==> src/rtl/periph_pkg.sv <==
// Shared types and address map for the peripheral subsystem.
// Byte addresses are 16 bits. Bits 15:12 select a slave page and
// bits 5:2 select a word register inside it. Bits 11:6 and 1:0 are ignored.
// Only full 32-bit word accesses exist. There are no byte lanes.

package periph_pkg;

   //************************************************************
   // Vector types
   //************************************************************
   typedef logic [15:0] addr_t;
   typedef logic [31:0] data_t;
   typedef logic [3:0]  page_t;
   typedef logic [3:0]  reg_idx_t;
   typedef logic [31:0] gpio_t;

   //************************************************************
   // Address map
   //************************************************************
   localparam page_t PAGE_SYSCON = 4'd0;
   localparam page_t PAGE_GPIO   = 4'd1;

   localparam data_t SYSCON_VERSION = 32'h5045_0100;

   // System controller registers
   localparam reg_idx_t SYS_VERSION  = 4'd0;
   localparam reg_idx_t SYS_MTIME    = 4'd1;
   localparam reg_idx_t SYS_MTIMECMP = 4'd2;
   localparam reg_idx_t SYS_SW_IRQ   = 4'd3;
   localparam reg_idx_t SYS_IRQ_STAT = 4'd4;

   // GPIO registers
   localparam reg_idx_t GPIO_IN       = 4'd0;
   localparam reg_idx_t GPIO_OUT      = 4'd1;
   localparam reg_idx_t GPIO_OE       = 4'd2;
   localparam reg_idx_t GPIO_IRQ_MASK = 4'd3;
   localparam reg_idx_t GPIO_IRQ_STAT = 4'd4;

   //************************************************************
   // Bus and interrupt structs
   //************************************************************
   typedef struct packed {
      addr_t addr;
      data_t wdata;
      logic  we;
   } bus_req_t;

   typedef struct packed {
      data_t rdata;
      logic  err;
   } bus_rsp_t;

   typedef struct packed {
      reg_idx_t idx;
      data_t    wdata;
      logic     we;
   } pbus_req_t;

   // Timer lands in bit 0, sw4 sits above sw3 as on the core side
   typedef struct packed {
      logic gpio;
      logic sw4;
      logic sw3;
      logic timer;
   } irq_vec_t;

   typedef enum logic [1:0] {
      IDLE,
      ACCESS,
      RESPOND
   } bridge_state_t;

endpackage

==> src/rtl/mtime_counter.sv <==
// Free-running 32-bit machine timer.
// The counter wraps silently at all ones.
// The timer interrupt is a registered compare, so it trails the
// counter by one cycle and stays high while mtime >= mtimecmp.

module mtime_counter (
   input  logic              i_clk,
   input  logic              i_rst_n,
   input  periph_pkg::data_t i_mtimecmp,
   output periph_pkg::data_t o_mtime,
   output logic              o_timer_irq
);

   //************************************************************
   // Cycle counter
   //************************************************************
   always_ff @(posedge i_clk) begin
      if (!i_rst_n) begin
         o_mtime <= '0;
      end else begin
         o_mtime <= o_mtime + 32'd1;
      end
   end

   //************************************************************
   // Compare
   //************************************************************
   always_ff @(posedge i_clk) begin
      if (!i_rst_n) begin
         o_timer_irq <= 1'b0;
      end else begin
         o_timer_irq <= (o_mtime >= i_mtimecmp);
      end
   end

endmodule

==> src/rtl/syscon_regs.sv <==
// System controller slave on the peripheral bus.
// Holds version, machine timer, timer compare and two software interrupts.
// The compare register resets to all ones so the timer stays quiet.
// Interrupt status is read only. Unused offsets read as zero and
// ignore writes.

module syscon_regs (
   input  logic                  i_clk,
   input  logic                  i_rst_n,
   input  periph_pkg::pbus_req_t i_pbus,
   input  logic                  i_stb,
   output logic                  o_ack,
   output periph_pkg::data_t     o_rdata,
   output logic                  o_timer_irq,
   output logic                  o_sw_irq3,
   output logic                  o_sw_irq4
);
   import periph_pkg::*;

   data_t       mtime;
   data_t       mtimecmp;
   logic [1:0]  sw_irq;
   logic        wr_en;
   data_t       rd_mux;

   // First strobe cycle only
   assign wr_en = i_stb & ~o_ack & i_pbus.we;

   mtime_counter mtime_counter_i (
      .i_clk       (i_clk),
      .i_rst_n     (i_rst_n),
      .i_mtimecmp  (mtimecmp),
      .o_mtime     (mtime),
      .o_timer_irq (o_timer_irq)
   );

   always_ff @(posedge i_clk) begin
      if (!i_rst_n) begin
         mtimecmp <= '1;
         sw_irq   <= 2'b00;
      end else if (wr_en) begin
         if (i_pbus.idx == SYS_MTIMECMP) mtimecmp <= i_pbus.wdata;
         if (i_pbus.idx == SYS_SW_IRQ)   sw_irq   <= i_pbus.wdata[1:0];
      end
   end

   always_comb begin
      case (i_pbus.idx)
         SYS_VERSION:  rd_mux = SYSCON_VERSION;
         SYS_MTIME:    rd_mux = mtime;
         SYS_MTIMECMP: rd_mux = mtimecmp;
         SYS_SW_IRQ:   rd_mux = {30'd0, sw_irq};
         SYS_IRQ_STAT: rd_mux = {29'd0, sw_irq[1], sw_irq[0], o_timer_irq};
         default:      rd_mux = '0;
      endcase
   end

   always_ff @(posedge i_clk) begin
      if (!i_rst_n) o_ack <= 1'b0;
      else          o_ack <= i_stb & ~o_ack;
   end

   always_ff @(posedge i_clk) begin
      if (i_stb && !o_ack) o_rdata <= rd_mux;
   end

   assign o_sw_irq3 = sw_irq[0];
   assign o_sw_irq4 = sw_irq[1];

endmodule

==> src/rtl/gpio_regs.sv <==
// 32-pin GPIO slave on the peripheral bus.
// Pins pass a two-flop synchronizer and show in GPIO_IN two cycles later.
// Any edge on a masked pin sets its status bit one cycle after that.
// Status bits clear by writing ones; a change in the same cycle wins.
// Output enable is only reported. The pads sit outside this block.

module gpio_regs (
   input  logic                  i_clk,
   input  logic                  i_rst_n,
   input  periph_pkg::pbus_req_t i_pbus,
   input  logic                  i_stb,
   output logic                  o_ack,
   output periph_pkg::data_t     o_rdata,
   input  periph_pkg::gpio_t     i_gpio_in,
   output periph_pkg::gpio_t     o_gpio_out,
   output periph_pkg::gpio_t     o_gpio_oe,
   output logic                  o_irq
);
   import periph_pkg::*;

   gpio_t sync1;
   gpio_t sync2;
   gpio_t prev;
   gpio_t change;
   gpio_t irq_mask;
   gpio_t irq_stat;
   gpio_t stat_clr;
   logic  wr_en;
   data_t rd_mux;

   assign wr_en    = i_stb & ~o_ack & i_pbus.we;
   assign change   = sync2 ^ prev;
   assign stat_clr = (wr_en && i_pbus.idx == GPIO_IRQ_STAT) ? i_pbus.wdata : '0;

   //************************************************************
   // Input synchronizer and change detect
   //************************************************************
   always_ff @(posedge i_clk) begin
      if (!i_rst_n) begin
         sync1    <= '0;
         sync2    <= '0;
         prev     <= '0;
         irq_stat <= '0;
      end else begin
         sync1    <= i_gpio_in;
         sync2    <= sync1;
         prev     <= sync2;
         irq_stat <= (irq_stat & ~stat_clr) | (change & irq_mask);
      end
   end

   always_ff @(posedge i_clk) begin
      if (!i_rst_n) begin
         o_gpio_out <= '0;
         o_gpio_oe  <= '0;
         irq_mask   <= '0;
      end else if (wr_en) begin
         case (i_pbus.idx)
            GPIO_OUT:      o_gpio_out <= i_pbus.wdata;
            GPIO_OE:       o_gpio_oe  <= i_pbus.wdata;
            GPIO_IRQ_MASK: irq_mask   <= i_pbus.wdata;
            default: ;
         endcase
      end
   end

   always_comb begin
      case (i_pbus.idx)
         GPIO_IN:       rd_mux = sync2;
         GPIO_OUT:      rd_mux = o_gpio_out;
         GPIO_OE:       rd_mux = o_gpio_oe;
         GPIO_IRQ_MASK: rd_mux = irq_mask;
         GPIO_IRQ_STAT: rd_mux = irq_stat;
         default:       rd_mux = '0;
      endcase
   end

   always_ff @(posedge i_clk) begin
      if (!i_rst_n) o_ack <= 1'b0;
      else          o_ack <= i_stb & ~o_ack;
   end

   always_ff @(posedge i_clk) begin
      if (i_stb && !o_ack) o_rdata <= rd_mux;
   end

   assign o_irq = |irq_stat;

   a_ack_pulse: assert property (@(posedge i_clk) disable iff (!i_rst_n)
      o_ack |=> !o_ack)
      else $error("gpio ack held for two cycles");

endmodule

==> src/rtl/bus_bridge_fsm.sv <==
// Request/response bridge onto the internal peripheral bus.
// One request is in flight at a time. Ready is high only while idle.
// Mapped pages answer three edges after the request transfer.
// Unmapped pages answer on the next edge with err set and zero data.
// Slaves must ack for exactly one cycle, one cycle after the strobe.

module bus_bridge_fsm (
   input  logic                  i_clk,
   input  logic                  i_rst_n,
   input  logic                  i_req_valid,
   output logic                  o_req_ready,
   input  periph_pkg::bus_req_t  i_req,
   output logic                  o_rsp_valid,
   input  logic                  i_rsp_ready,
   output periph_pkg::bus_rsp_t  o_rsp,
   output periph_pkg::pbus_req_t o_pbus,
   output logic                  o_sys_stb,
   output logic                  o_gpio_stb,
   input  logic                  i_sys_ack,
   input  periph_pkg::data_t     i_sys_rdata,
   input  logic                  i_gpio_ack,
   input  periph_pkg::data_t     i_gpio_rdata
);
   import periph_pkg::*;

   bridge_state_t state;
   page_t         req_page;
   logic          req_mapped;
   logic          sel_sys;
   logic          sel_gpio;
   logic          slv_ack;
   data_t         slv_rdata;
   pbus_req_t     pbus_q;
   bus_rsp_t      rsp_q;

   assign req_page   = i_req.addr[15:12];
   assign req_mapped = (req_page == PAGE_SYSCON) || (req_page == PAGE_GPIO);

   assign slv_ack   = (sel_sys & i_sys_ack) | (sel_gpio & i_gpio_ack);
   assign slv_rdata = sel_sys ? i_sys_rdata : i_gpio_rdata;

   //************************************************************
   // Control FSM
   //************************************************************
   always_ff @(posedge i_clk) begin
      if (!i_rst_n) begin
         state    <= IDLE;
         sel_sys  <= 1'b0;
         sel_gpio <= 1'b0;
      end else begin
         case (state)
            IDLE: begin
               if (i_req_valid) begin
                  sel_sys  <= (req_page == PAGE_SYSCON);
                  sel_gpio <= (req_page == PAGE_GPIO);
                  state    <= req_mapped ? ACCESS : RESPOND;
               end
            end
            ACCESS: begin
               if (slv_ack) begin
                  state <= RESPOND;
               end
            end
            RESPOND: begin
               if (i_rsp_ready) begin
                  state <= IDLE;
               end
            end
            default: state <= IDLE;
         endcase
      end
   end

   // Held request and response payload
   always_ff @(posedge i_clk) begin
      if (state == IDLE && i_req_valid) begin
         pbus_q.idx   <= i_req.addr[5:2];
         pbus_q.wdata <= i_req.wdata;
         pbus_q.we    <= i_req.we;
         rsp_q.rdata  <= '0;
         rsp_q.err    <= !req_mapped;
      end else if (state == ACCESS && slv_ack) begin
         rsp_q.rdata <= slv_rdata;
         rsp_q.err   <= 1'b0;
      end
   end

   assign o_req_ready = (state == IDLE);
   assign o_rsp_valid = (state == RESPOND);
   assign o_rsp       = rsp_q;
   assign o_pbus      = pbus_q;
   assign o_sys_stb   = (state == ACCESS) & sel_sys;
   assign o_gpio_stb  = (state == ACCESS) & sel_gpio;

   a_one_strobe: assert property (@(posedge i_clk) disable iff (!i_rst_n)
      !(o_sys_stb && o_gpio_stb))
      else $error("both peripheral strobes high");

   // Back-pressure keeps the response intact
   a_rsp_hold: assert property (@(posedge i_clk) disable iff (!i_rst_n)
      (o_rsp_valid && !i_rsp_ready) |=> (o_rsp_valid && $stable(o_rsp)))
      else $error("response changed while stalled");

endmodule

==> src/rtl/periph_top.sv <==
// Peripheral subsystem top level: bridge, system controller and GPIO.
// Pins come out as separate input, output and output-enable vectors.
// All four interrupt lines leave on o_irq.

module periph_top (
   input  logic                 i_clk,
   input  logic                 i_rst_n,
   input  logic                 i_req_valid,
   output logic                 o_req_ready,
   input  periph_pkg::bus_req_t i_req,
   output logic                 o_rsp_valid,
   input  logic                 i_rsp_ready,
   output periph_pkg::bus_rsp_t o_rsp,
   input  periph_pkg::gpio_t    i_gpio_in,
   output periph_pkg::gpio_t    o_gpio_out,
   output periph_pkg::gpio_t    o_gpio_oe,
   output periph_pkg::irq_vec_t o_irq
);
   import periph_pkg::*;

   pbus_req_t pbus;
   logic      sys_stb, sys_ack;
   logic      gpio_stb, gpio_ack;
   data_t     sys_rdata, gpio_rdata;
   logic      timer_irq, sw_irq3, sw_irq4, gpio_irq;

   bus_bridge_fsm bus_bridge_fsm_i (
      .i_clk (i_clk), .i_rst_n (i_rst_n),
      .i_req_valid (i_req_valid), .o_req_ready (o_req_ready), .i_req (i_req),
      .o_rsp_valid (o_rsp_valid), .i_rsp_ready (i_rsp_ready), .o_rsp (o_rsp),
      .o_pbus (pbus), .o_sys_stb (sys_stb), .o_gpio_stb (gpio_stb),
      .i_sys_ack (sys_ack), .i_sys_rdata (sys_rdata),
      .i_gpio_ack (gpio_ack), .i_gpio_rdata (gpio_rdata)
   );

   syscon_regs syscon_regs_i (
      .i_clk (i_clk), .i_rst_n (i_rst_n), .i_pbus (pbus), .i_stb (sys_stb),
      .o_ack (sys_ack), .o_rdata (sys_rdata), .o_timer_irq (timer_irq),
      .o_sw_irq3 (sw_irq3), .o_sw_irq4 (sw_irq4)
   );

   gpio_regs gpio_regs_i (
      .i_clk (i_clk), .i_rst_n (i_rst_n), .i_pbus (pbus), .i_stb (gpio_stb),
      .o_ack (gpio_ack), .o_rdata (gpio_rdata), .i_gpio_in (i_gpio_in),
      .o_gpio_out (o_gpio_out), .o_gpio_oe (o_gpio_oe), .o_irq (gpio_irq)
   );

   assign o_irq.timer = timer_irq;
   assign o_irq.sw3   = sw_irq3;
   assign o_irq.sw4   = sw_irq4;
   assign o_irq.gpio  = gpio_irq;

endmodule

==> config.mk <==
export PLATFORM = sky130hd
export DESIGN_NAME = periph_top
export DESIGN_NICKNAME = d
export VERILOG_FILES = /design/src/rtl/periph_pkg.sv /design/src/rtl/mtime_counter.sv /design/src/rtl/syscon_regs.sv /design/src/rtl/gpio_regs.sv /design/src/rtl/bus_bridge_fsm.sv /design/src/rtl/periph_top.sv
export SDC_FILE = /design/constraint.sdc
export NUM_CORES = 1
export LEC_CHECK = 0
export BUFFER_PORTS_ARGS = -buffer_cell sky130_fd_sc_hd__buf_2
export CORE_MARGIN = 10
export CORE_UTILIZATION = 50
export CTS_CLUSTER_SIZE = 10
export DETAILED_ROUTE_END_ITERATION = 8
export GPL_TIMING_DRIVEN = 0
export PLACE_DENSITY = 0.81
export RECOVER_POWER = 25
export SETUP_SLACK_MARGIN = 0.05
export SYNTH_ARGS = -nofsm -noshare
export SYNTH_HDL_FRONTEND = slang
export SYNTH_SLANG_ARGS = --single-unit
==> constraint.sdc <==
create_clock -name i_clk -period 3.3 [get_ports i_clk]
set_clock_uncertainty 0.05 [all_clocks]
set_input_delay 0.165 -clock i_clk [delete_from_list [all_inputs] [get_ports i_clk]]
set_output_delay 0.165 -clock i_clk [all_outputs]
set_load 0.02 [all_outputs]
# [After elaboration in Yosys (flattened, before gate mapping)]
# Cells that the tools add are included.
[op_classes] add_sub_neg=1 n_eq_ne=10 magnitude_cmp=1 n_mux=11 n_reduce_logical=21 bitwise_logic=16
[ops] op="one-hot mux 32 bit (5 select lines)" n=2
[ops] op="AND 32 bit" n=2
[ops] op="two-way mux 32 bit" n=2
[ops] op="adder 32 x 1 -> 32 bit, second input constant" n=1
[ops] op=">= comparator 32 bit" n=1
[ops] op="NOT 32 bit" n=1
[ops] op="OR 32 bit" n=1
[ops] op="OR reduction 32 bit" n=1
[ops] op="XOR 32 bit" n=1
[ops] op="AND reduction 2 bit" n=6
[ops] op="AND 1 bit" n=8
[ops] op="== test 4 x 1 -> 1 bit, second input constant" n=2
[ops] op="== test 4 x 2 -> 1 bit, second input constant" n=2
[ops] op="logical NOT 4 bit" n=2
[ops] op="two-way mux 2 bit" n=4
[ops] op="one-hot mux 2 bit (3 select lines)" n=1
[ops] op="logical AND 1 bit" n=5
[ops] op="== test 4 x 3 -> 1 bit, second input constant" n=1
[ops] op="inequality test 2 x 1 -> 1 bit, second input constant" n=2
[ops] op="logical NOT 1 bit" n=3
[ops] op="AND reduction 3 bit" n=1
[ops] op="== test 2 x 1 -> 1 bit, second input constant" n=1
[ops] op="== test 2 bit, second input constant" n=1
[ops] op="logical NOT 2 bit" n=1
[ops] op="other kinds (6)" n=8
[totals] in_bits=85 out_inout_bits=103 word_cells=83 reg_bits=431

# [Logic depth before layout (Yosys ltp)]
[logic_depth] word_depth=9 depth_mapped=7 depth_no_buf=7

# [By module]
# A second synthesis with hierarchy kept.
[hier_totals] cells_unflattened=1717 hier_area_um2=17936.0
[by_module_without_submodules] module="gpio_regs" cells_per_inst=976 area_each_um2=9679.3 seq_area_each_um2=5465.2 instances=1
[by_module_without_submodules] module="syscon_regs" cells_per_inst=258 area_each_um2=3050.4 seq_area_each_um2=1661.6 instances=1
[by_module_without_submodules] module="bus_bridge_fsm" cells_per_inst=216 area_each_um2=2890.3 seq_area_each_um2=1861.8 instances=1
[by_module_without_submodules] module="mtime_counter" cells_per_inst=263 area_each_um2=2285.9 seq_area_each_um2=660.6 instances=1
[by_module_without_submodules] module="periph_top" cells_per_inst=4 area_each_um2=30.0 seq_area_each_um2=0.0 instances=1

# [Least setup slack after synthesis]
# OpenSTA, ideal clock, no wires.
[synth_path] path_kind="reg-to-reg" startpoint="register bus_bridge_fsm_i.state[0]" endpoint="register bus_bridge_fsm_i.pbus_q, in the netlist bus_bridge_fsm_i.o_pbus[0], enable pin" t_arrival_ns=2.230 stages_incl_launch_ff=5 path_buffers=1 required_time_ns=2.834 setup_time_ns=0.416 slack_ns=0.604 cell_sequence="dfxtp_1 -> nor2_1 -> nand2_1 -> clkinv_1 -> clkbuf_1"
[synth_via] elab_chain_cells=2
[synth_lines] item="start: declaration" line="bus_bridge_fsm.sv:26" source="bridge_state_t state;"
[synth_lines] item="start signal: assignment" line="bus_bridge_fsm.sv:56" source="state <= req_mapped ? ACCESS : RESPOND;"
[synth_lines] item="logical NOT 2 bit"
[synth_lines] item="named net o_req_ready" line="periph_top.sv:9" source="output logic o_req_ready,"
[synth_lines] item="logical AND 1 bit" line="bus_bridge_fsm.sv:76" source="if (state == IDLE && i_req_valid) begin"
[synth_lines] item="end: declaration" line="bus_bridge_fsm.sv:33" source="pbus_req_t pbus_q;"
# The timed path passes the listed nets, and every way through them passes these cells.
# A chain may end at the register's enable or synchronous reset.

# [Worst setup path in the final report]
[layout_path] startpoint="register bus_bridge_fsm_i.pbus_q, in the netlist bus_bridge_fsm_i.o_pbus[36]" endpoint="register gpio_regs_i.o_rdata[17], data pin"
[layout_via] elab_chain_cells=2 elab_cells_between_ends=6
[layout_lines] item="== test 4 x 3 -> 1 bit, or another cell as far along" line="gpio_regs.sv:68" source="case (i_pbus.idx)"
[layout_lines] item="one-hot mux 32 bit (5 select lines) *" line="gpio_regs.sv:68"
[layout_lines] item="named net gpio_regs_i.rd_mux[17]" line="gpio_regs.sv:29" source="data_t rd_mux;"
[layout_lines] item="end signal: assignment" line="gpio_regs.sv:84" source="if (i_stb && !o_ack) o_rdata <= rd_mux;"
[layout_lines] item="end: declaration" line="gpio_regs.sv:13" source="output periph_pkg::data_t o_rdata,"
# Mark *: on every way through the listed nets, which the timed path passes. The rest lies on a longest branch.

==> summary.md <==
| Metric | Value |
|---|---|
| Antenna violations before repair | 0 |
| Post-synthesis register bit count | 431 |
| Post-synthesis sequential area ratio | 57.9% |
| Crit share post-route | 90.4% |
| Overflow after GRT | 0 |
| Antenna Nets Post-Route | 0 |
| Status | finished clean |
| Synth area leaders | dfxtp_1 (40%), edfxtp_1 (18%), nand2_1 (6.5%) |
| CTS Buffer Depth | 3 |
| Area Growth Syn to Fin | 21.9% |
| Non-Filler Instances | 2424 |
| Cells after Synth | 1642 |
| Max reg flops | 37 |
| CTS sink cnt | 431 |
| Clock share of power | 45.0% |
| Drt total wl | 51100 um |
| RSZ-0062 raised after global routing | no |
| VDD IR max | 0.000414 V |
| Skew-Pair Late Insertion Delay | 0.55 ns |
| Gate power share | 3.7% |
| Syn avg cell area | 10.1 um^2 |
| Finished Cell Area | 20300 um^2 |
| Relative slew slack | 37.0% |
| Pin count of the biggest net entering global routing | 37 |
| Largest fanout on the critical path | 10 |
| Crit path kind | flip-flop to flip-flop |
| Lkg Pwr | 8.15 nW |
| Total power | 10.9 mW |
| Final Critical Period | 2.98 ns |
| 1st-pass router iterations | 9 |
| Vias/cell | 5.65 |
| Critical Path RT | 3.64 ns |
| Main synth FF type | dfxtp_1 |
| CP Launch Point | bus_bridge_fsm_i.o_pbus[36] |
| Post-DP Area | 18100 um^2 |
| Filler Cell Count | 2697 |
| Setup violations, final | 0 |
| Min-Delay Path Class | input port to flip-flop |
| Die area | 41000 um^2 |
| First-pass GRT wire length | 77400 um |
| Residual DRC count | 0 |
| Post-Synthesis Cell Area | 16700 um^2 |
| GP Congestion | 0.936 |
| EDFF count, synth | 102 |
| Iter 0 DRT Violations | 1646 |
| Pwr/cell area | 538 nW/um^2 |
| Async S/R FF share, synth | 0% |
| H-tree Lvls | 2 |
| Fmax | 335 MHz |
| Switching power of the nets | 2.35 mW |
| Switching Share | 21.5% |
| Min-delay src | i_req[48] |
| Syn. warnings | 0 |
| Max cap viols | 0 |
| Placed cells | 2265 |
| Top cell type's share of synthesized area | 39.5% |
| Sequential share of power | 51.3% |
| Initial Util | 50.9% |
| Row count | 66 |
| Final Max Slew Viols | 0 |
| Port buffer count | 179 |
| # IOs | 188 |
| Area leader, netlist | dfxtp_1 |
| Reg clk slew, reported paths | 0.06 ns |
| Critical-path cell list | nor4b_1 -> buf_2 -> buf_1 -> a222oi_1 -> nand2_1 |
| Crit. End Element | flip-flop |
| Worst r2r src | bus_bridge_fsm_i.o_pbus[36] |
| WL/cell | 21.1 um |
| Final-report hold violation count | 0 |
| Vias | 13691 |
| Vias in the first global route | 13302 |
| Worst Path Arrival | 3.32 ns |
| Gr usage total | 24.0% |
| Critical path launch point type | flip-flop |
| Fin nets | 2068 |
| Die Span X | 203 um |
| CTS buffer count | 49 |
| Root Buffer | clkbuf_16 |
| Worst stage delay on the critical path | 0.86 ns |
| Netlist cell types | 49 |
| Most common cell after layout, fill and taps aside | dfxtp_1 |
| Die Span Y | 203 um |
| Internal Power | 8.57 mW |
| Syn nets | 1760 |
| Share of cells above drive strength 1 | 12.9% |
| Most frequent cells in the layout | dfxtp_1 (329), nand2_1 (288), buf_2 (182) |
| Core Region | 32700 um^2 |
| Slew @ Worst Pin | 0.932 ns |
| DP Wirelength | 37200 um |
| CTS tree | built |
| Diode count | 0 |
| CP max stage cell | nor4b_1 |
-- per-stage QoR --
step	setup TNS, ns	hold slack, ns	worst slack (ns)	util (%)
floorplan	0	0.214	0.604	-
global placement	-4.04	0.293	-0.116	55.4
detailed placement	0	0.293	0.459	55.5
CTS	0	0.0232	0.445	62.2
global route	0	0.114	0.325	62.1
finish	0	0.0516	0.316	62.1
-- layer usage --
layer,routed length (um),GRT usage [%]
met3,5330,5.27
met4,1780,9.03
met1,20700,31.3
met5,0,0
met2,23300,38.3
-- layout make-up --
class | instances | area [um^2] | area share, %
Buffer | 113 | 485 | 2.39
Clock buffer | 82 | 1420 | 7.01
Clock inverter | 1 | 8.76 | 0.0431
Inverter | 41 | 154 | 0.758
Multi-Input combinational cell | 1057 | 6370 | 31.4
Sequential cell | 431 | 9650 | 47.5
Tap cell | 442 | 553 | 2.72
Timing Repair Buffer | 257 | 1660 | 8.19
-- power groups by stage --
stage          clock [mW]  sequential, mW  combinational, mW
2_1_floorplan           0            5.65              0.184
3_3_place_gp            0            5.70              0.317
3_5_place_dp            0            5.70              0.330
4_1_cts              4.96            5.59              0.399
5_1_grt              5.15            5.60              0.437
6_report             4.92            5.60              0.405
-- synthesized netlist by cell type, drive strengths merged, types with 2 or more instances --
master  instances
o211ai         33
a22o           23
nor2           96
nand2         288
o21ai          14
nor4b           3
nand2b          3
nand3          47
nor4           11
a222oi         35
a211oi         34
clkbuf         66
and4            6
a22oi          64
xnor2           7
and3           12
a221o           8
edfxtp        102
inv            40
xor2           46
and4bb          2
mux2i          35
a21o            2
dfxtp         329
and2          101
nand4          14
or2             3
buf            47
ha             33
a21oi         117
nor3            5
or3             8
-- repair_timing --
item                                   CTS  global route
hold buffers                            76             0
buffers inserted                         0             0
resized for setup                        0             0
endpoints found under the hold margin   74             0
-- worst max-delay path, delay by kind of cell, from the launching register on --
kind            cells  cell delay [ns]
compound gates      1             0.19
simple gates        2             1.04
buf+inv             2             1.03
flops               1             0.51
-- worst paths after layout --
kind | end | slack (ns) | cells past startpoint
setup reg to reg | gpio_regs_i.o_rdata[17] | 0.32 | 5
setup / recovery | gpio_regs_i.o_rdata[17] | 0.32 | 5
hold / removal | bus_bridge_fsm_i.state[1] | 0.05 | 4
hold reg to reg | gpio_regs_i.sync2[6] | 0.38 | 1
-- logic make-up (layout without fill, tap and decap cells) --
logic type / Yosys count / count (layout) / share of synthesized area (%)
muxes: 35 / 35 / 2.10
xor gates and xnor gates: 53 / 53 / 2.79
adders and majority gates: 33 / 33 / 2.48
DFF: 431 / 431 / 57.9
AOI/OAI and AO/OA: 334 / 334 / 13.9
buffers and inverters: 154 / 494 / 3.83
and+or+nand+nor: 602 / 602 / 16.9
Power figures use the tool's default switching activity.
